<file path="config.mk">
export PLATFORM = sky130hd
export DESIGN_NAME = mxu_flat
export DESIGN_NICKNAME = d
export VERILOG_FILES = /design/src/rtl/gemv_arith_pkg.sv /design/src/rtl/accel_ifs.sv /design/src/rtl/mxu.sv /design/src/flat_wrapper.sv
export SDC_FILE = /design/constraint.sdc
export NUM_CORES = 1
export LEC_CHECK = 0
export BUFFER_PORTS_ARGS = -buffer_cell sky130_fd_sc_hd__buf_2
export CAP_MARGIN = 10
export CORE_MARGIN = 2
export CORE_UTILIZATION = 63
export DETAILED_ROUTE_END_ITERATION = 6
export PLACE_DENSITY = 0.89
export SLEW_MARGIN = 5
export SYNTH_ARGS = -nofsm -noshare
export SYNTH_HDL_FRONTEND = slang
export SYNTH_SLANG_ARGS = --single-unit
</file>
<file path="constraint.sdc">
create_clock -name clk -period 9.1 [get_ports clk]
set_clock_uncertainty 0.15 [all_clocks]
set_input_delay 0.455 -clock clk [delete_from_list [all_inputs] [get_ports clk]]
set_output_delay 0.455 -clock clk [all_outputs]
set_load 0.1 [all_outputs]
</file>
<file path="src/rtl/gemv_arith_pkg.sv">
/*
 * GEMV arithmetic definitions
 * lane count, element and accumulator widths, vector and control types
 */
package gemv_arith_pkg;

    localparam int N_LANES = 4;
    localparam int ELEM_W  = 8;
    localparam int ACC_W   = 24;

    // lane index on the MXU feed
    localparam int LANE_W = $clog2(N_LANES);

    typedef logic signed [ELEM_W-1:0] elem_t;
    typedef logic signed [ACC_W-1:0]  acc_t;

    // lane i sits in bits 8i..8i+7
    typedef logic [N_LANES*ELEM_W-1:0] vec_t;

    typedef logic [LANE_W-1:0] lane_t;
    typedef logic [3:0]        shift_t;
    typedef logic [3:0]        tiles_m1_t;

endpackage
</file>
<file path="src/rtl/accel_ifs.sv">
/*
 * memory request interface and MXU feed interface
 */


// ======================================================================
// fetcher to MXU stream
// ======================================================================
interface mac_feed_if;
    import gemv_arith_pkg::*;

    logic  clear;
    logic  act_valid;
    logic  wt_valid;
    lane_t lane;
    vec_t  data;
    logic  last;

    modport source (output clear, act_valid, wt_valid, lane, data, last);
    modport sink   (input  clear, act_valid, wt_valid, lane, data, last);
endinterface

</file>
<file path="src/rtl/mxu.sv">
/*
 * MXU
 * activation register and four signed multiply-accumulate lanes
 */
`timescale 1ns/10ps

module mxu (
    input  logic                                               clk,
    input  logic                                               rst_n,
    mac_feed_if.sink                                           feed,
    output gemv_arith_pkg::acc_t [gemv_arith_pkg::N_LANES-1:0] acc,
    output logic                                               acc_ready
);
    import gemv_arith_pkg::*;

    vec_t  act;
    elem_t a_e;
    elem_t w_e;
    acc_t  dot;
    logic  last_q;

    // four-term dot product of the row against the activation
    always_comb begin
        dot = '0;
        for (int i = 0; i < N_LANES; i++) begin
            a_e = act[i*ELEM_W +: ELEM_W];
            w_e = feed.data[i*ELEM_W +: ELEM_W];
            dot = dot + a_e * w_e;
        end
    end

    always_ff @(posedge clk) begin
        if (feed.act_valid) begin
            act <= feed.data;
        end
        if (feed.clear) begin
            acc <= '0;
        end else if (feed.wt_valid) begin
            acc[feed.lane] <= acc[feed.lane] + dot;
        end
    end

    // ready one cycle after the final update lands
    always_ff @(posedge clk or negedge rst_n) begin
        if (!rst_n) begin
            last_q    <= 1'b0;
            acc_ready <= 1'b0;
        end else begin
            last_q    <= feed.wt_valid && feed.last;
            acc_ready <= last_q;
        end
    end

endmodule

</file>
<file path="src/flat_wrapper.sv">
// flat-port wrapper written by rule: the top's interface ports become plain ports
module mxu_flat import gemv_arith_pkg::*;
  (clk, rst_n, acc, acc_ready, feed_clear, feed_act_valid, feed_wt_valid, feed_lane, feed_data, feed_last);
  mac_feed_if feed_i ();
  input  logic clk;
  input  logic rst_n;
  output gemv_arith_pkg::acc_t [gemv_arith_pkg::N_LANES-1:0] acc;
  output logic acc_ready;
  input wire logic [$bits(feed_i.clear)-1:0] feed_clear;
  input wire logic [$bits(feed_i.act_valid)-1:0] feed_act_valid;
  input wire logic [$bits(feed_i.wt_valid)-1:0] feed_wt_valid;
  input wire logic [$bits(feed_i.lane)-1:0] feed_lane;
  input wire logic [$bits(feed_i.data)-1:0] feed_data;
  input wire logic [$bits(feed_i.last)-1:0] feed_last;
  assign feed_i.clear = feed_clear;
  assign feed_i.act_valid = feed_act_valid;
  assign feed_i.wt_valid = feed_wt_valid;
  assign feed_i.lane = feed_lane;
  assign feed_i.data = feed_data;
  assign feed_i.last = feed_last;
  mxu u_core (.clk(clk), .rst_n(rst_n), .feed(feed_i), .acc(acc), .acc_ready(acc_ready));
endmodule
</file>
# ---- After elaboration in Yosys (flattened, before gate mapping)
# Cells that the tools add are included.
dict set report word_totals {
  regBits 130
  latch_bits 0
  ram_bits 0
  romBits 0
  in_bits 40
  out_inout_bits 97
  wordCells 24
  n_memories 0
}
dict set report op_classes {
  n_addsub 4
  multipliers 4
  div 0
  order_cmp 2
  eq_ne 0
  shift 0
  muxes 5
  bitwise_logic 0
  reduce_logical 2
}
# cell n
set op_table {}
lappend op_table {{adder 24 bit} 4}
lappend op_table {{bitwise mux 96 bit} 1}
lappend op_table {{multiplier 8 x 8 -> 16 bit} 4}
lappend op_table {{binary-select mux 24 bit (select 2 bit)} 1}
lappend op_table {{demux 24 bit (select 2 bit)} 1}
lappend op_table {{2-to-1 mux 24 bit} 2}
lappend op_table {{less-than comparator 2 x 3 -> 1 bit, second input constant} 1}
lappend op_table {{>= comparator 2 x 1 -> 1 bit, second input constant} 1}
lappend op_table {{logical AND 1 bit} 2}

# ---- Logic depth before layout (Yosys ltp)
dict set report logic_depth {
  ltp_word 6
  depth_mapped 35
  depth_no_buf 35
}

# ---- Worst setup path after synthesis
# No wires, ideal clock.
dict set report synth_timing {
  path_type {register to register}
  startpoint {register u_core.act[30]}
  endpoint {register u_core.acc[20] (netlist name)}
  setup_ps 132
  arrival_time_ps 7491
  t_required_ps 8818
  slack_ps 1327
  stages_incl_launch_ff 31
  path_buffers 1
  period_less_slack_ps 7773
  path_cell_list {edfxtp_1 and2_1 fa_1 inv_1 fa_1 inv_1 fa_1 inv_1 fa_1 inv_1 ha_1 a21oi_1 a21oi_1 a41oi_1 a31oi_1 xnor2_1 buf_2 xor2_1 xnor2_1 fa_1 fa_1 inv_1 ha_1 a21o_1 a21o_1 a211o_1 a41o_1 a21o_1 a211o_1 nand3_1 a21oi_1}
}
dict set report synth_between {
  elab_chain_cells 4
}
# element line_no
set synth_lines {}
lappend synth_lines {{start, declared} mxu.sv:16} ;# vec_t act;
lappend synth_lines {{start signal, assigned} mxu.sv:34} ;# act <= feed.data;
lappend synth_lines {{multiplier 8 x 8 -> 16 bit} mxu.sv:28} ;# dot = dot + a_e * w_e;
lappend synth_lines {{adder 24 bit} mxu.sv:28}
lappend synth_lines {{adder 24 bit} mxu.sv:39} ;# acc[feed.lane] <= acc[feed.lane] + dot;
lappend synth_lines {{bitwise mux 96 bit} mxu.sv:39}
lappend synth_lines {{end signal, assigned by index} mxu.sv:39}
lappend synth_lines {{end, declared} mxu.sv:11} ;# output gemv_arith_pkg::acc_t [gemv_arith_pkg::N_LANES-1:0] acc,
# Every way passes these cells.
# A chain may end at the register's enable or synchronous reset.

# ---- Worst setup path in the final report
dict set report layout_timing {
  startpoint {register u_core.act[29]}
  endpoint {register u_core.acc[70] (netlist name)}
}
# Same word-level chain as after synthesis.

==> flow_metrics.py <==
metrics = {
    "outcome": {
        "outcome": "finished clean",
    },
    "cells_and_area": {
        "fillers": 1948,
        "final_util_pct": 69.6,
        "drive_gt1_share_pct": 10.6,
        "area_delta_synth_final_pct": 9.74,
        "nNetsFinal": 2471,
        "antenna_cells": 0,
    },
    "setup_path": {
        "crit_top_cell": "fa_1",
        "slowest_delay_ps": 540,
        "critPathTopFamily": "adder cells",
        "end_kind": "flop",
        "worstPathArrival_ps": 8730,
        "criticalPathCategory": "reg2reg",
        "critical_path_buf_inv_count": 6,
        "crit_fanout": 8,
        "critPathLaunchType": "flop",
        "crit_slowest_cell": "edfxtp_1",
        "cp_data_required_time_ps": 9220,
    },
    "clock_network": {
        "cts_buffers": 17,
        "cts_tree": "built",
        "cts_root_buf": "clkbuf_16",
        "cts_setup_buffers": 0,
        "clock-sinks": 130,
        "clockBufferDepth": 2,
        "clock_latency_ps": 460,
        "h-tree-depth": 4,
        "clk_pin_slew_ps": 60,
    },
    "global_route": {
        "track_usage_pct": 33.3,
        "first_global_vias": 15000,
        "antenna_found_initial": 0,
        "grt_max_degree": 114,
        "grt.overflow.total": 0,
        "grt_pass1_wl_um": 74800,
    },
    "synthesis": {
        "synth_top_area_share_pct": 32.1,
        "synth_cells": 1885,
        "avgSynthCellArea_um2": 9.30,
        "mappedNetlistArea_um2": 17500,
        "synth_top_cell_by_area": "fa_1",
        "synth_edf_count": 32,
        "synthArstFlopShare_pct": 1.54,
        "ys.flop_type": "dfxtp_1",
        "synth-seq-cells": 130,
        "synth_seq_area_share_pct": 16.7,
        "ys_types": 58,
        "synth_most_common_cell": "inv_1",
        "syn-num-nets": 2348,
        "synth_area_leaders": "fa_1, dfxtp_1, ha_1",
        "ys_warn_count": 0,
        "synthTopCellsByCount": "inv_1, fa_1, nand2_1, and2_1, ha_1",
    },
    "timing": {
        "rsz0062_at_grt": "false",
        "post-route-period-util_pct": 94.7,
        "fin_tns_setup_ps": 0,
        "clock.fmax_mhz": 116,
        "hold_violations": 0,
        "slew_viol_final": 0,
        "worstMarginPinSlew_ps": 1280,
        "min_period_ps": 8620,
        "relSlewSlack_pct": 14.7,
        "finalSetupViolations": 0,
    },
    "hold_path": {
        "hp-class": "in2reg",
    },
    "die": {
        "ioPinCount": 137,
        "coreArea_um2": 27600,
        "die_width_um": 171,
        "fp-row-count": 61,
        "start_util_pct": 63.5,
        "design.die.area_um2": 29200,
        "die_y_um": 171,
    },
    "route": {
        "drtIter0Drc": 1186,
        "routed_wl_um": 46000,
        "detail_route.first_pass.iterations": 6,
        "drc": 0,
        "vias": 13900,
        "wire_per_inst_um": 19.2,
        "route.met2.wl_um": 22400,
        "dr.max_layer_used": "met4",
        "met3WireLength_um": 4630,
        "ant_nets": 0,
        "drt-met1-wl_um": 16800,
        "avgViaCountPerCell": 5.81,
    },
    "run": {
        "max_cap_violations": 0,
    },
    "placed_design": {
        "detailed_place_hpwl_um": 35100,
        "port_buffers": 136,
        "place.gp.congestion": 0.931,
    },
}
-- flip-flops by register name, indices dropped and copies added, names as in the netlist --
name and flops:
u_core.last_q 1, u_core.act 32, u_core.acc 96, u_core.acc_ready 1
-- routing by layer --
| layer | vias to the layer above | track usage [%] |
|---|---|---|
| li1 | 6129 | - |
| met2 | 801 | 55.3 |
| met1 | 6828 | 41.2 |
| met3 | 174 | 7.84 |
| met4 | 0 | 16.4 |
| met5 | - | 0 |
-- cell usage in the layout (no fill, tap or decap), types with 16 or more instances in the layout --
| cell | n |
|---|---|
| a21o_1 | 17 |
| a21oi_1 | 123 |
| and2_1 | 158 |
| buf_2 | 135 |
| clkbuf_16 | 18 |
| dfxtp_1 | 96 |
| edfxtp_1 | 32 |
| fa_1 | 281 |
| ha_1 | 142 |
| inv_1 | 392 |
| mux4_2 | 24 |
| nand2_1 | 225 |
| nand2b_1 | 23 |
| nand3_1 | 18 |
| nor2_1 | 57 |
| o21ai_0 | 16 |
| o21bai_1 | 16 |
| xnor2_1 | 75 |
-- kinds of logic (layout without fill, tap and decap cells) --
logic type                 Yosys count  after routing  share of synthesized area, %
and+or+nand+nor                    543            543                          15.3
buffers and inverters              434            570                          9.30
adders and majority gates          428            428                          42.5
AOI/OAI and AO/OA                  233            233                          8.12
DFF                                130            130                          16.7
xor gates and xnor gates            92             92                          4.87
muxes                               25             25                          3.15
-- cell type report --
class	instances	area, µm²	area share, %
Multi-Input combinational cell	1321	13000	67.5
Sequential cell	130	2930	15.2
Inverter	392	1470	7.65
Timing Repair Buffer	146	761	3.95
Tap cell	378	473	2.46
Clock buffer	18	450	2.34
Clock inverter	14	174	0.904
-- worst register-to-register path: cells and delay by family, from the launching register on --
family / cells / cell delay [ps]
adder cells (fa/ha/maj): 9 / 4160
AO/OA/AOI/OAI: 7 / 1650
AND/OR/NAND/NOR: 6 / 1390
flip-flops: 1 / 540
buffers and inverters: 6 / 320
XOR/XNOR: 1 / 240
-- worst paths after layout --
path,endpoint,slack (ps),start,cells after the start
setup / recovery,u_core.acc[70],480,u_core.act[29],29
hold / removal,u_core.last_q,90,feed_last,2
setup reg to reg,u_core.acc[70],480,u_core.act[29],29
hold reg to reg,u_core.acc_ready,220,u_core.last_q,0
max in group asynchronous,u_core.acc_ready,8530,rst_n,2
min in group asynchronous,u_core.last_q,180,rst_n,2
-- metrics by stage --
step	area [µm²]	hold slack, ps	instances	setup slack [ps]
2_1_floorplan	17500	9.41	1885	1330
3_3_place_gp	18600	88.9	2366	819
3_5_place_dp	18600	91.2	2366	556
4_1_cts	19200	63.9	2399	434
5_1_grt	19200	90.3	2399	95.9
6_report	19200	89.0	2399	485
-- repair_timing --
item                       in CTS  in global routing
gates resized for setup         0                  1
hold buffers                    1                  0
hold endpoints to repair        2                  0
setup endpoints to repair       0                  4
Power is not shown: default switching activity piles up to over one toggle a cycle in this logic, so the estimate is an artifact.
