$ cat src/rtl/layerio_mem_pkg.sv
/*
 * layerio memory definitions
 * depth, address and word types, requester index
 */
package layerio_mem_pkg;

    localparam int MEM_DEPTH = 256;
    localparam int ADDR_W    = $clog2(MEM_DEPTH);
    localparam int WORD_W    = 32;

    // addresses wrap modulo MEM_DEPTH
    typedef logic [ADDR_W-1:0] addr_t;

    // one word holds one packed lane vector
    typedef logic [WORD_W-1:0] word_t;

    // requester index, also the arbiter priority order
    typedef enum logic [1:0] {
        REQ_WB,
        REQ_FETCH,
        REQ_HOST
    } req_id_e;

endpackage

$ cat src/rtl/accel_ifs.sv
/*
 * memory request interface and MXU feed interface
 */
`timescale 1ns/10ps

// ======================================================================
// memory request, held by the requester until gnt
// ======================================================================
interface mem_req_if;
    import layerio_mem_pkg::*;

    logic  req;
    logic  we;
    addr_t addr;
    word_t wdata;
    logic  gnt;
    // read return, one cycle after gnt
    logic  rvalid;
    word_t rdata;

    modport requester (
        output req, we, addr, wdata,
        input  gnt, rvalid, rdata
    );

    modport arbiter (
        input  req, we, addr, wdata,
        output gnt, rvalid, rdata
    );
endinterface


$ cat src/rtl/mem_arbiter.sv
/*
 * layerio memory arbiter
 * fixed priority writeback, fetch, host; routes read returns
 */
`timescale 1ns/10ps

module mem_arbiter (
    input  logic                   clk,
    input  logic                   rst_n,
    mem_req_if.arbiter             wb,
    mem_req_if.arbiter             fetch,
    mem_req_if.arbiter             host,
    output logic                   mem_en,
    output logic                   mem_we,
    output layerio_mem_pkg::addr_t mem_addr,
    output layerio_mem_pkg::word_t mem_wdata,
    input  layerio_mem_pkg::word_t mem_rdata
);
    import layerio_mem_pkg::*;

    req_id_e sel;
    req_id_e rd_owner;
    logic    rd_pend;

    always_comb begin
        if (wb.req) begin
            sel = REQ_WB;
        end else if (fetch.req) begin
            sel = REQ_FETCH;
        end else begin
            sel = REQ_HOST;
        end
    end

    assign mem_en = wb.req || fetch.req || host.req;

    always_comb begin
        case (sel)
            REQ_WB: begin
                mem_we    = wb.we;
                mem_addr  = wb.addr;
                mem_wdata = wb.wdata;
            end
            REQ_FETCH: begin
                mem_we    = fetch.we;
                mem_addr  = fetch.addr;
                mem_wdata = fetch.wdata;
            end
            default: begin
                mem_we    = host.we;
                mem_addr  = host.addr;
                mem_wdata = host.wdata;
            end
        endcase
    end

    assign wb.gnt    = mem_en && (sel == REQ_WB);
    assign fetch.gnt = mem_en && (sel == REQ_FETCH);
    assign host.gnt  = mem_en && (sel == REQ_HOST);

    // who owns the read data next cycle
    always_ff @(posedge clk or negedge rst_n) begin
        if (!rst_n) begin
            rd_pend  <= 1'b0;
            rd_owner <= REQ_WB;
        end else begin
            rd_pend  <= mem_en && !mem_we;
            rd_owner <= sel;
        end
    end

    assign wb.rvalid    = rd_pend && (rd_owner == REQ_WB);
    assign fetch.rvalid = rd_pend && (rd_owner == REQ_FETCH);
    assign host.rvalid  = rd_pend && (rd_owner == REQ_HOST);

    // data goes to all, rvalid says whose it is
    assign wb.rdata    = mem_rdata;
    assign fetch.rdata = mem_rdata;
    assign host.rdata  = mem_rdata;

endmodule

$ cat src/flat_wrapper.sv
// flat-port wrapper written by rule: the top's interface ports become plain ports
module mem_arbiter_flat import layerio_mem_pkg::*;
  (clk, rst_n, mem_en, mem_we, mem_addr, mem_wdata, mem_rdata, wb_req, wb_we, wb_addr, wb_wdata, wb_gnt, wb_rvalid, wb_rdata, fetch_req, fetch_we, fetch_addr, fetch_wdata, fetch_gnt, fetch_rvalid, fetch_rdata, host_req, host_we, host_addr, host_wdata, host_gnt, host_rvalid, host_rdata);
  mem_req_if wb_i ();
  mem_req_if fetch_i ();
  mem_req_if host_i ();
  input  logic clk;
  input  logic rst_n;
  output logic mem_en;
  output logic mem_we;
  output layerio_mem_pkg::addr_t mem_addr;
  output layerio_mem_pkg::word_t mem_wdata;
  input  layerio_mem_pkg::word_t mem_rdata;
  input wire logic [$bits(wb_i.req)-1:0] wb_req;
  input wire logic [$bits(wb_i.we)-1:0] wb_we;
  input wire logic [$bits(wb_i.addr)-1:0] wb_addr;
  input wire logic [$bits(wb_i.wdata)-1:0] wb_wdata;
  output wire logic [$bits(wb_i.gnt)-1:0] wb_gnt;
  output wire logic [$bits(wb_i.rvalid)-1:0] wb_rvalid;
  output wire logic [$bits(wb_i.rdata)-1:0] wb_rdata;
  input wire logic [$bits(fetch_i.req)-1:0] fetch_req;
  input wire logic [$bits(fetch_i.we)-1:0] fetch_we;
  input wire logic [$bits(fetch_i.addr)-1:0] fetch_addr;
  input wire logic [$bits(fetch_i.wdata)-1:0] fetch_wdata;
  output wire logic [$bits(fetch_i.gnt)-1:0] fetch_gnt;
  output wire logic [$bits(fetch_i.rvalid)-1:0] fetch_rvalid;
  output wire logic [$bits(fetch_i.rdata)-1:0] fetch_rdata;
  input wire logic [$bits(host_i.req)-1:0] host_req;
  input wire logic [$bits(host_i.we)-1:0] host_we;
  input wire logic [$bits(host_i.addr)-1:0] host_addr;
  input wire logic [$bits(host_i.wdata)-1:0] host_wdata;
  output wire logic [$bits(host_i.gnt)-1:0] host_gnt;
  output wire logic [$bits(host_i.rvalid)-1:0] host_rvalid;
  output wire logic [$bits(host_i.rdata)-1:0] host_rdata;
  assign wb_i.req = wb_req;
  assign wb_i.we = wb_we;
  assign wb_i.addr = wb_addr;
  assign wb_i.wdata = wb_wdata;
  assign wb_gnt = wb_i.gnt;
  assign wb_rvalid = wb_i.rvalid;
  assign wb_rdata = wb_i.rdata;
  assign fetch_i.req = fetch_req;
  assign fetch_i.we = fetch_we;
  assign fetch_i.addr = fetch_addr;
  assign fetch_i.wdata = fetch_wdata;
  assign fetch_gnt = fetch_i.gnt;
  assign fetch_rvalid = fetch_i.rvalid;
  assign fetch_rdata = fetch_i.rdata;
  assign host_i.req = host_req;
  assign host_i.we = host_we;
  assign host_i.addr = host_addr;
  assign host_i.wdata = host_wdata;
  assign host_gnt = host_i.gnt;
  assign host_rvalid = host_i.rvalid;
  assign host_rdata = host_i.rdata;
  mem_arbiter u_core (.clk(clk), .rst_n(rst_n), .wb(wb_i), .fetch(fetch_i), .host(host_i), .mem_en(mem_en), .mem_we(mem_we), .mem_addr(mem_addr), .mem_wdata(mem_wdata), .mem_rdata(mem_rdata));
endmodule
$ cat config.mk
export PLATFORM = sky130hd
export DESIGN_NAME = mem_arbiter_flat
export DESIGN_NICKNAME = d
export VERILOG_FILES = /design/src/rtl/layerio_mem_pkg.sv /design/src/rtl/accel_ifs.sv /design/src/rtl/mem_arbiter.sv /design/src/flat_wrapper.sv
export SDC_FILE = /design/constraint.sdc
export NUM_CORES = 1
export LEC_CHECK = 0
export BUFFER_PORTS_ARGS = -buffer_cell sky130_fd_sc_hd__buf_2
export CORE_AREA = 2 2 117 119
export CTS_BUF_LIST = sky130_fd_sc_hd__clkbuf_16
export DETAILED_ROUTE_END_ITERATION = 8
export DIE_AREA = 0 0 119 121
export GPL_TIMING_DRIVEN = 1
export HOLD_SLACK_MARGIN = 0.1
export PLACE_DENSITY = 0.5
export SYNTH_ARGS = -nofsm -noshare
export SYNTH_HDL_FRONTEND = slang
export SYNTH_SLANG_ARGS = --single-unit
$ cat constraint.sdc
create_clock -name clk -period 0.8 [get_ports clk]
set_input_delay 0.08 -clock clk [delete_from_list [all_inputs] [get_ports clk]]
set_output_delay 0.08 -clock clk [all_outputs]
set_load 0.1 [all_outputs]
# After elaboration in Yosys (flattened, before gate mapping)
# Index checks and enable logic that the tools add are counted.
totals:
  reg_bits: 3
  inputBits: 160
  output_inout_bits: 144
  wordCells: 23
op_classes:
  n_eq_ne: 4
  mux: 5
  reduce_logical: 12
op_table:
  columns: ["operator", "n"]
  rows:
  - ["one-hot mux 32 bit (2 select lines)", 1]
  - ["one-hot mux 8 bit (2 select lines)", 1]
  - ["logical AND 1 bit", 7]
  - ["equality test 2 x 1 -> 1 bit (second input constant)", 2]
  - ["equality test 2 bit (second input constant)", 2]
  - ["logical NOT 2 bit", 2]
  - ["two-way mux 2 bit", 2]
  - ["logical OR 1 bit", 2]
  - ["one-hot mux 1 bit (2 select lines)", 1]
  - ["logical NOT 1 bit", 1]

# Longest topological paths before layout
logic_depth:
  word_depth: 6
  depth_mapped: 4
  ltp_nobuf: 2

# Worst setup path after synthesis
# No wires, ideal clock.
synth_timing:
  path_kind: "reg-to-output"
  from: "reg u_core.rd_owner[1]"
  to: "out wb_rvalid"
  arrival_ps: 2586
  t_required_ps: 720
  path_slack_ps: -1866
  path_stages_with_launch: 2
  n_path_buf: 0
  cell_sequence: "dfrtp_1 -> nor3b_1"
synth_via:
  elab_chain_len: 2
synth_lines:
  columns: ["element", "line_no", "source"]
  rows:
  - ["start, declared", "mem_arbiter.sv:22", "req_id_e rd_owner;"]
  - ["start signal, assigned", "mem_arbiter.sv:68", "rd_owner <= sel;"]
  - ["logical NOT 2 bit", "mem_arbiter.sv:72", "assign wb.rvalid = rd_pend && (rd_owner == REQ_WB);"]
  - ["logical AND 1 bit", "mem_arbiter.sv:72", null]
  - ["end, declared", "flat_wrapper.sv:19", "output wire logic [$bits(wb_i.rvalid)-1:0] wb_rvalid;"]
# No other way between the ends.

# Worst setup path in the final report
layout_timing:
  from: "reg u_core.rd_owner[0]"
  to: "out host_rvalid"
layout_via:
  elab_chain_len: 2
layout_lines:
  columns: ["element", "line_no", "source"]
  rows:
  - ["equality test 2 bit", "mem_arbiter.sv:74", "assign host.rvalid = rd_pend && (rd_owner == REQ_HOST);"]
  - ["logical AND 1 bit", "mem_arbiter.sv:74", null]
  - ["end, declared", "flat_wrapper.sv:33", "output wire logic [$bits(host_i.rvalid)-1:0] host_rvalid;"]
# No other way between the ends.

==> summary.md <==
| Metric | Value |
|---|---|
| Outcome | finished with violations |
| Failing checks | negative setup slack |
| Tmin final | around 1.2 ns |
| Port Buffer Count | about 180 |
| Synth Cell Area | 1780 sq um |
| Final hold vios | 0 |
| Synth cell types | 17 |
| Die Ht | about 120 microns |
| Cells after Synth | around 250 |
| Final core occ | 32.56% |
| Vias per cell | ~3.8 |
| Largest net degree at the start of global routing | 14 |
| Max-slew violations | 0 |
| Syn Nets | 408 |
| Maxcap violations | 0 |
| Most frequent cells in the layout | buf_2 (125), buf_12 (55), nand2_1 (42) |
| GRT Overall Usage | between 10% and 20% |
| Static Leak | between 1.5 and 2 nW |
| Placed instance count | 500 |
| Yosys top cell area share | ~41% |
| First-pass GRT wire length | ~12 mm |
| Worst Path Required | about 0.7 ns |
| HPWL Detailed | between 5 and 6 mm |
| Clock sink total | 3 |
| RSZ-0062 raised after global routing | true |
| CP Class | reg -> out |
| Initial core utilization | a little over an eighth |
| Kind of end point of the critical path | output pin |
| CTS tree | done |
| Sequential element share of the synthesized area | under 10% |
| FMAX | about 860 MHz |
| DRT Pass-1 Iters | 4 |
| VDD IR-drop max | 0.5916 mV |
| GR Overflow Total | 0 |
| TritonCTS buffer count | 3 |
| Reg clk slew, reported paths | 0.03 ns |
| DRT iter0 DRCs | 13 |
| Startpoint Class | flip-flop |
| Vias post-DR | 1,976 |
| Fin cells | ~520 |
| Setup tns final | -9.744 ns |
| Num ports | slightly above 300 |
| Data arrival, critical path | between 1 and 1.5 ns |
| Dominant cell type by area after synthesis | buf_4 |
| Number of global-route vias before repair | 2,278 |
| Placed cell area | around 3400 sq um |
| H-tree levels | 1 |
| CP Max Fanout | 3 |
| Die Footprint | between 10,000 and 15,000 sq um |
| Commonest non-fill, non-tap cell in the layout | buf_2 |
| Yosys reg bits | 3 |
| N_diodes | 0 |
| Final Cycle Share | 144.7% |
| Final Routed Wirelength | about 8.2 mm |
| DRC viols | 0 |
| Die span in x | around 120 microns |
| CTS Buffer Depth | 2 |
| Initial antenna violation count | 0 |
| Final nets | around 500 |
| Worst-margin pin slew | 0.2185 ns |
| Antenna-violating nets left | 0 |
| Fin area | approximately 4300 sq um |
| Hold Path Class | in -> out |
| Layout cell share with drive strength beyond 1 | a little under nine tenths |
| Synth top area cells | buf_4 (41%), mux2i_1 (23%), o21ai_1 (11%) |
| Num rows | 42 |
| Worst slew margin | 85.15% |
| Avg Cell Area, Syn | about 7.2 sq um |
| PwrDens | approximately 1200 nW/um^2 |
| Endpoints failing setup | 47 |
| Wire length per cell | about 16 microns |
| Core Region | ~13,000 sq um |
| Clock root cell | clkbuf_16 |
| Ys Warns | 0 |
| Final RePlAce weighted congestion | between 0.7 and 0.8 |
| Area delta synth->final | 139.3% |
| Setup ws final | -0.3578 ns |
[kinds of logic after synthesis]
group	Yosys count	share of synthesized area [%]
and+or+nand+nor	51	12.02
DFF	3	4.216
buffers and inverters	111	48.70
muxes	41	23.05
AOI/OAI and AO/OA	42	12.02
[cell type report]
type                    count  area, sq um
fillers                  1315         8825
repair buffers            200         2088
well taps                 176        220.2
clock buffers               3        75.07
clock inverters             1        3.754
multi-input cells         134         1798
flip-flops and latches      3        75.07
[flip-flops by register name, indices dropped and copies added, names as in the netlist]
signal / flops
u_core.rd_pend: 1
u_core.rd_owner: 2
[routing by layer]
| metal | share of wire [%] | up-vias | global-route usage (%) |
|---|---|---|---|
| met5 | 0 | - | 0 |
| li1 | - | 918 | - |
| met1 | 34 | 896 | 11.42 |
| met3 | 8.2 | 41 | 2.538 |
| met2 | 54 | 121 | 21.37 |
| met4 | 4.2 | 0 | 4.762 |
[synthesized netlist by cell type (all sizes together)]
master / n
o31a: 1
nor3b: 2
mux2i: 41
nor2b: 2
clkbuf: 5
buf: 106
and3b: 1
dfrtp: 3
and2: 1
nand2: 42
nor2: 2
o21ai: 41
or3: 1
[stage by stage]
stage / hold slack, ns / total power [W] / setup slack, ns
2_1_floorplan: -0.2156 / 0.004745 / -0.5318
3_3_place_gp: -0.1263 / 0.003808 / -0.3951
3_5_place_dp: -0.1217 / 0.003847 / -0.4116
4_1_cts: 0.1613 / 0.005126 / -0.3613
5_1_grt: 0.1603 / 0.005356 / -0.3741
6_report: 0.1601 / 0.005178 / -0.3578
[power by group]
group / leakage (nW) / internal, W / switching, W
Sequential: 0.0374 / 0.000163 / 0.00000940
Combinational: 1.68 / 0.00175 / 0.00248
Clock: 0.0423 / 0.000644 / 0.000129
Total: 1.76 / 0.00256 / 0.00262
[final timing paths]
kind | start | to | slack (ns) | cells after the start
min in group asynchronous | rst_n | u_core.rd_owner[1] | 0.19 | 2
worst min-delay path | mem_rdata[13] | fetch_rdata[13] | 0.16 | 0
worst max-delay path | u_core.rd_owner[0] | host_rvalid | -0.36 | 2
max in group asynchronous | rst_n | u_core.rd_owner[0] | 0.51 | 2
[critical path, stage by stage, from the launching register on]
cell	delay (ns)
dfrtp_1	0.40
and3b_2	0.28
buf_12	0.17
[what timing repair did]
item,CTS,global route
gates cloned,9,0
hold buffers,1,0
resized for setup,77,28
pin swaps,8,10
setup buffers,5,2
endpoints found under the hold margin,3,0
setup endpoints to repair,47,48
Power figures use the tool's default switching activity.
