## config.mk

```make
export PLATFORM = sky130hd
export DESIGN_NAME = quant_writeback_flat
export DESIGN_NICKNAME = d
export VERILOG_FILES = /design/src/rtl/layerio_mem_pkg.sv /design/src/rtl/gemv_arith_pkg.sv /design/src/rtl/accel_ifs.sv /design/src/rtl/quant_writeback.sv /design/src/flat_wrapper.sv
export SDC_FILE = /design/constraint.sdc
export NUM_CORES = 1
export LEC_CHECK = 0
export BUFFER_PORTS_ARGS = -buffer_cell sky130_fd_sc_hd__buf_2
export CORE_ASPECT_RATIO = 0.6
export CORE_UTILIZATION = 59
export CTS_CLUSTER_SIZE = 24
export DETAILED_ROUTE_END_ITERATION = 6
export HOLD_SLACK_MARGIN = 0.15
export PLACE_DENSITY_LB_ADDON = 0.1
export SLEW_MARGIN = 25
export SYNTH_ARGS = -nofsm -noshare
export SYNTH_HDL_FRONTEND = slang
export SYNTH_SLANG_ARGS = --single-unit
```

## constraint.sdc

```tcl
create_clock -name clk -period 4.5 [get_ports clk]
set_input_delay 0.45 -clock clk [delete_from_list [all_inputs] [get_ports clk]]
set_output_delay 0.45 -clock clk [all_outputs]
set_load 0.05 [all_outputs]
```

## src/rtl/layerio_mem_pkg.sv

```systemverilog
/*
 * layerio memory definitions
 * depth, address and word types, requester index
 */
package layerio_mem_pkg;

    localparam int MEM_DEPTH = 256;
    localparam int ADDR_W    = $clog2(MEM_DEPTH);
    localparam int WORD_W    = 32;

    // addresses wrap modulo MEM_DEPTH
    typedef logic [ADDR_W-1:0] addr_t;

    // one word holds one packed lane vector
    typedef logic [WORD_W-1:0] word_t;

    // requester index, also the arbiter priority order
    typedef enum logic [1:0] {
        REQ_WB,
        REQ_FETCH,
        REQ_HOST
    } req_id_e;

endpackage

```

## src/rtl/gemv_arith_pkg.sv

```systemverilog
/*
 * GEMV arithmetic definitions
 * lane count, element and accumulator widths, vector and control types
 */
package gemv_arith_pkg;

    localparam int N_LANES = 4;
    localparam int ELEM_W  = 8;
    localparam int ACC_W   = 24;

    // lane index on the MXU feed
    localparam int LANE_W = $clog2(N_LANES);

    typedef logic signed [ELEM_W-1:0] elem_t;
    typedef logic signed [ACC_W-1:0]  acc_t;

    // lane i sits in bits 8i..8i+7
    typedef logic [N_LANES*ELEM_W-1:0] vec_t;

    typedef logic [LANE_W-1:0] lane_t;
    typedef logic [3:0]        shift_t;
    typedef logic [3:0]        tiles_m1_t;

endpackage
```

## src/rtl/accel_ifs.sv

```systemverilog
/*
 * memory request interface and MXU feed interface
 */
`timescale 1ns/10ps

// ======================================================================
// memory request, held by the requester until gnt
// ======================================================================
interface mem_req_if;
    import layerio_mem_pkg::*;

    logic  req;
    logic  we;
    addr_t addr;
    word_t wdata;
    logic  gnt;
    // read return, one cycle after gnt
    logic  rvalid;
    word_t rdata;

    modport requester (
        output req, we, addr, wdata,
        input  gnt, rvalid, rdata
    );

    modport arbiter (
        input  req, we, addr, wdata,
        output gnt, rvalid, rdata
    );
endinterface


```

## src/rtl/quant_writeback.sv

```systemverilog
/*
 * quantize and writeback
 * shift, optional ReLU, int8 saturation, result word write, job done
 */
`timescale 1ns/10ps

module quant_writeback (
    input  logic                                              clk,
    input  logic                                              rst_n,
    input  logic                                              start,
    input  layerio_mem_pkg::addr_t                            q_addr,
    input  gemv_arith_pkg::shift_t                            shift,
    input  logic                                              relu,
    input  gemv_arith_pkg::acc_t [gemv_arith_pkg::N_LANES-1:0] acc,
    input  logic                                              acc_ready,
    mem_req_if.requester                                      mem,
    output logic                                              done
);
    import gemv_arith_pkg::*;

    localparam acc_t Q_MAX = acc_t'((1 << (ELEM_W - 1)) - 1);
    localparam acc_t Q_MIN = -Q_MAX - acc_t'(1);

    shift_t shift_r;
    logic   relu_r;
    vec_t   q_vec;

    function automatic elem_t quantize(acc_t a, shift_t sh, logic relu_en);
        acc_t v;
        v = a >>> sh;
        if (relu_en && v < 0) begin
            v = '0;
        end
        if (v > Q_MAX) begin
            v = Q_MAX;
        end else if (v < Q_MIN) begin
            v = Q_MIN;
        end
        return v[ELEM_W-1:0];
    endfunction

    always_comb begin
        for (int i = 0; i < N_LANES; i++) begin
            q_vec[i*ELEM_W +: ELEM_W] = quantize(acc[i], shift_r, relu_r);
        end
    end

    always_ff @(posedge clk) begin
        if (start) begin
            mem.addr <= q_addr;
            shift_r  <= shift;
            relu_r   <= relu;
        end
        if (acc_ready) begin
            mem.wdata <= q_vec;
        end
    end

    always_ff @(posedge clk or negedge rst_n) begin
        if (!rst_n) begin
            mem.req <= 1'b0;
        end else if (acc_ready) begin
            mem.req <= 1'b1;
        end else if (mem.gnt) begin
            mem.req <= 1'b0;
        end
    end

    assign mem.we = 1'b1;
    assign done   = mem.req && mem.gnt;

endmodule

```

## src/flat_wrapper.sv

```systemverilog
// flat-port wrapper written by rule: the top's interface ports become plain ports
module quant_writeback_flat import gemv_arith_pkg::*;
  (clk, rst_n, start, q_addr, shift, relu, acc, acc_ready, done, mem_req, mem_we, mem_addr, mem_wdata, mem_gnt, mem_rvalid, mem_rdata);
  mem_req_if mem_i ();
  input  logic clk;
  input  logic rst_n;
  input  logic start;
  input  layerio_mem_pkg::addr_t q_addr;
  input  gemv_arith_pkg::shift_t shift;
  input  logic relu;
  input  gemv_arith_pkg::acc_t [gemv_arith_pkg::N_LANES-1:0] acc;
  input  logic acc_ready;
  output logic done;
  output wire logic [$bits(mem_i.req)-1:0] mem_req;
  output wire logic [$bits(mem_i.we)-1:0] mem_we;
  output wire logic [$bits(mem_i.addr)-1:0] mem_addr;
  output wire logic [$bits(mem_i.wdata)-1:0] mem_wdata;
  input wire logic [$bits(mem_i.gnt)-1:0] mem_gnt;
  input wire logic [$bits(mem_i.rvalid)-1:0] mem_rvalid;
  input wire logic [$bits(mem_i.rdata)-1:0] mem_rdata;
  assign mem_req = mem_i.req;
  assign mem_we = mem_i.we;
  assign mem_addr = mem_i.addr;
  assign mem_wdata = mem_i.wdata;
  assign mem_i.gnt = mem_gnt;
  assign mem_i.rvalid = mem_rvalid;
  assign mem_i.rdata = mem_rdata;
  quant_writeback u_core (.clk(clk), .rst_n(rst_n), .start(start), .q_addr(q_addr), .shift(shift), .relu(relu), .acc(acc), .acc_ready(acc_ready), .mem(mem_i), .done(done));
endmodule
```

* Word level (Yosys, flattened, before mapping)
Index checks and enable logic that the tools add are counted.
** Word-level totals
- Bits in registers :: 46
- Bits in latches :: 0
- Bits in writable memories :: 0
- Bits in read-only memories :: 0
- Input port bits :: 147
- Word-level logic and storage cells :: 40
- Memories :: 0
** Operators by class
- Add/subtract/negate cells :: 0
- Multipliers :: 0
- Divide/modulo/power cells :: 0
- $lt $le $gt $ge :: 12
- Equal/unequal tests :: 0
- Shift operators :: 4
- Mux-type cells :: 10
- Bitwise operators :: 0
- Reduce and logical (&&, ||, !) cells :: 6
** Operators by type and width (count)
- greater-than comparator 24 x 8 -> 1 bit, second input constant :: 4
- less-than comparator 24 x 1 -> 1 bit, second input constant :: 4
- less-than comparator 24 x 8 -> 1 bit, second input constant :: 4
- two-way mux 24 bit :: 4
- >>> shifter 24 x 4 -> 24 bit :: 4
- two-way mux 8 bit :: 4
- logical AND 1 bit :: 5
- two-way mux 1 bit :: 2
- nonzero test 2 bit :: 1

* Depth between registers and ports, before layout
- Depth after elaboration :: 6
- Mapped depth :: 13

* Worst setup path before layout
Ideal clock, no wire load.
- Kind :: register -> register
- Start point :: reg u_core.shift_r[1]
- End point :: reg u_core.mem.wdata[6], data pin
- Setup time :: 262 ps
- Arrival :: 2455 ps
- Slack :: 1783 ps
- Stages on the path, launching flop included :: 12
- Path buffers :: 4
- Period minus slack after synthesis :: 2717 ps
- Cell sequence :: edfxtp_1 buf_6 buf_12 buf_12 buf_8 mux4_2 a22oi_1 o211ai_1 or4_4 nor3_2 a21o_2 a21oi_1
** Between the ends
- Word-level cells in the longest chain between the ends :: 6
** RTL lines
- start, declared :: line quant_writeback.sv:24 : shift_t shift_r;
- start signal, assigned :: line quant_writeback.sv:51 : shift_r <= shift;
- >>> shifter 24 x 4 -> 24 bit (*) :: line quant_writeback.sv:30 : v = a >>> sh;
- less-than comparator 24 x 1 -> 1 bit :: line quant_writeback.sv:31 : if (relu_en && v < 0) begin
- logical AND 1 bit :: line quant_writeback.sv:31
- two-way mux 24 bit (*) :: line quant_writeback.sv:31
- less-than comparator 24 x 8 -> 1 bit :: line quant_writeback.sv:36 : end else if (v < Q_MIN) begin
- two-way mux 8 bit :: line quant_writeback.sv:36
- end signal, assigned :: line quant_writeback.sv:55 : mem.wdata <= q_vec;
- end, declared :: line accel_ifs.sv:22 : output req, we, addr, wdata,
Every way passes the cells marked *; elsewhere a longest branch is shown, timed or not.
A chain may end at the register's enable or synchronous reset.

* Worst setup path after layout
- Start point :: reg u_core.shift_r[0]
- End point :: reg u_core.mem.wdata[13], data pin
Same word-level chain as after synthesis.

==> flow_metrics.tcl <==
set metrics [dict create \
    yosysSeqAreaShare_pct 20.2 \
    antenna_left 0 \
    first_iter_violations 984 \
    clk_pin_slew_ps 70 \
    core_mm2 0.0109 \
    die-area_mm2 0.0120 \
    drv_slew 0 \
    die_y_um 85.3 \
    outcome "completed" \
    area_delta_synth_final_pct 12.9 \
    maxCapViolCount 0 \
    postPlaceCellArea_mm2 0.00751 \
    peakVddDrop_mv 0.174 \
    hpwl_um 15400 \
    final.period_utilization_pct 77.9 \
    fmax_mhz 285 \
    crit_path_start_kind "flip-flop" \
    clk_latency_ps 300 \
    cts_tree "yes" \
    synth_edf_count 45 \
    met2_length_um 9250 \
    ctsRootBufferMaster "clkbuf_16" \
    min_period_ps 3500 \
    cp_max_fo 52 \
    fin_area_mm2 0.00769 \
    grt_pass1_vias 6505 \
    fin_util_pct 70.7 \
    p_leak_nw 3.18 \
    place_congestion 0.935 \
    cts_num_sinks 46 \
    placed_cells 961 \
    syn_nets 866 \
    setup_tns_ps 0 \
    met1_length_um 9100 \
    num_io_pins 190 \
    post-cts-setup-buffers 0 \
    rsz0062_at_grt "no" \
    hold_class "primary input to flip-flop" \
    highest_layer "met4" \
    start_util_pct 62.6 \
    power.density_mw_per_mm2 262 \
    grt_max_degree 74 \
    fin_nets 977 \
    clock_path_buffers 2 \
    drive_above_1_share_pct 32.3 \
    rows 29 \
    syn_area_mm2 0.00682 \
    synth_flop_cell "edfxtp_1" \
    worst_setup_path_end_kind "flip-flop" \
    fp.dieW_um 141 \
    p_total_mw 2.01 \
    setup_viol 0 \
    track_usage_pct 35.7 \
    drc 0 \
    port_buffers 155 \
    grt-ovfl-total 0 \
    wl_met3_um 2390 \
    num_vias 6807 \
    grt_pass1_wl_um 33700 \
    worst_pin_slew_ps 923 \
    n_antenna_cell 0 \
    drtPass1Iterations 6 \
    hold_viol_final 0 \
    crit_required_ps 4520 \
    antenna_found_initial 0 \
    numCtsBuffers 5 \
    critical_path_class "flip-flop to flip-flop" \
    viasPerCell 7.02 \
    max-slew-margin-rel_pct 38.4 \
    syn_avg_cell_area_um2 9.48 \
    yosys_warnings 0 \
    h-tree-depth 2 \
    synth.distinct_cells 75 \
    syn_inst 719 \
    layout.cells.non_filler 970 \
    synth-seq-cells 46 \
    synthArstFlopShare_pct 2.17 \
    wl_per_cell_um 21.7 \
    routed_wl_um 21000 \
    crit_arrival_ps 3530 \
    fin_skew_ps 8.17 \
]
-- worst paths after layout --
kind	start	to	slack, ps	depth (start not counted)
worst min register to register	u_core.mem.req$_DFFE_PN0P_	u_core.mem.req$_DFFE_PN0P_	510	1
worst max register to register	u_core.shift_r[0]$_DFFE_PP_	u_core.mem.wdata[13]$_SDFFCE_PN1P_	1000	7
worst max-delay path	u_core.shift_r[0]$_DFFE_PP_	u_core.mem.wdata[13]$_SDFFCE_PN1P_	1000	7
worst min-delay path	relu	u_core.relu_r$_DFFE_PP_	320	1
min in group asynchronous	rst_n	u_core.mem.req$_DFFE_PN0P_	460	2
max in group asynchronous	rst_n	u_core.mem.req$_DFFE_PN0P_	3960	2
-- per-layer routing --
layer	GRT usage [%]	vias to the layer above
met5	0	-
met4	9.19	0
met3	6.83	37
met2	55.1	498
met1	51.8	3230
li1	-	3042
-- critical path, stage by stage (launching register included) --
cell	delay, ps
edfxtp_1	800
buf_12	330
nor2b_1	530
a222oi_1	290
nor4_1	370
a41oi_1	220
o41ai_4	540
o21ai_1	140
-- sequential cells by signal (all words and copies together) (netlist names) --
signal	flops
u_core.mem.wdata	32
u_core.mem.addr	8
u_core.shift_r	4
u_core.mem.req	1
u_core.relu_r	1
-- cells by family (layout without fill, tap and decap cells) --
group / count (synthesis) / after routing / share of synthesized area, %
buffers and inverters: 79 / 191 / 6.37
other: 1 / 1 / 0.0550
flip-flops: 46 / 46 / 20.2
multiplexers: 185 / 185 / 39.3
AND/OR/NAND/NOR: 225 / 225 / 15.6
AO/OA/AOI/OAI: 183 / 183 / 18.5
-- area by class of cell --
type                            count  area (µm²)
Tap cell                          139         174
Timing Repair Buffer              170         916
Multi-Input combinational cell    594        5000
Clock inverter                      1        30.0
Inverter                           13        48.8
Fill cell                         858        3190
Clock buffer                        7         143
Sequential cell                    46        1380
-- cells in the mapped netlist, types with 5 or more instances --
master	n	area share (%)
a211oi_1	10	1.1
a21oi_1	44	3.2
a22oi_1	6	0.66
a31oi_1	6	0.55
and2_1	8	0.73
buf_1	5	0.28
buf_2	27	2.0
buf_4	5	0.55
clkbuf_1	21	1.2
edfxtp_1	45	20
inv_1	11	0.61
mux2_1	10	1.7
mux2_2	21	3.5
mux2i_1	91	13
mux4_1	8	3.1
mux4_2	51	17
nand2_1	98	5.4
nand3_1	14	1.0
nor2_1	52	2.9
nor2b_1	9	0.83
nor3_1	11	0.81
nor4_1	5	0.46
o211ai_1	13	1.4
o21ai_0	27	2.0
o21ai_1	19	1.4
o22ai_1	13	1.2
-- report_power, final --
group	total (mW)	switching, mW	internal [mW]	leakage (nW)
clock	0.457	0.179	0.278	0.0841
sequential	0.530	0.0195	0.511	0.449
combinational	1.03	0.625	0.400	2.65
-- layout by cell type (no fill, tap or decap), types with 13 or more instances in the layout --
| cell type | synthesis | final |
|---|---|---|
| mux4_2 | 51 | 51 |
| nand2_1 | 98 | 98 |
| a21oi_1 | 44 | 44 |
| buf_2 | 27 | 155 |
| o22ai_1 | 13 | 13 |
| nor2_1 | 52 | 52 |
| nand3_1 | 14 | 14 |
| o21ai_1 | 19 | 19 |
| o211ai_1 | 13 | 13 |
| mux2i_1 | 91 | 91 |
| edfxtp_1 | 45 | 45 |
| mux2_2 | 21 | 21 |
| o21ai_0 | 27 | 27 |
-- timing repair --
action	4_1_cts	5_1_grt
hold buffers	1	0
hold endpoints to repair	1	0
gates resized for setup	0	0
-- metrics by stage --
step / hold slack [ps] / worst slack (ps)
after floorplan: 154 / 1780
after global placement: 225 / 1170
after detailed placement: 227 / 1050
after CTS: 320 / 1020
after global routing: 314 / 746
final: 318 / 995
Power figures use the tool's default switching activity.
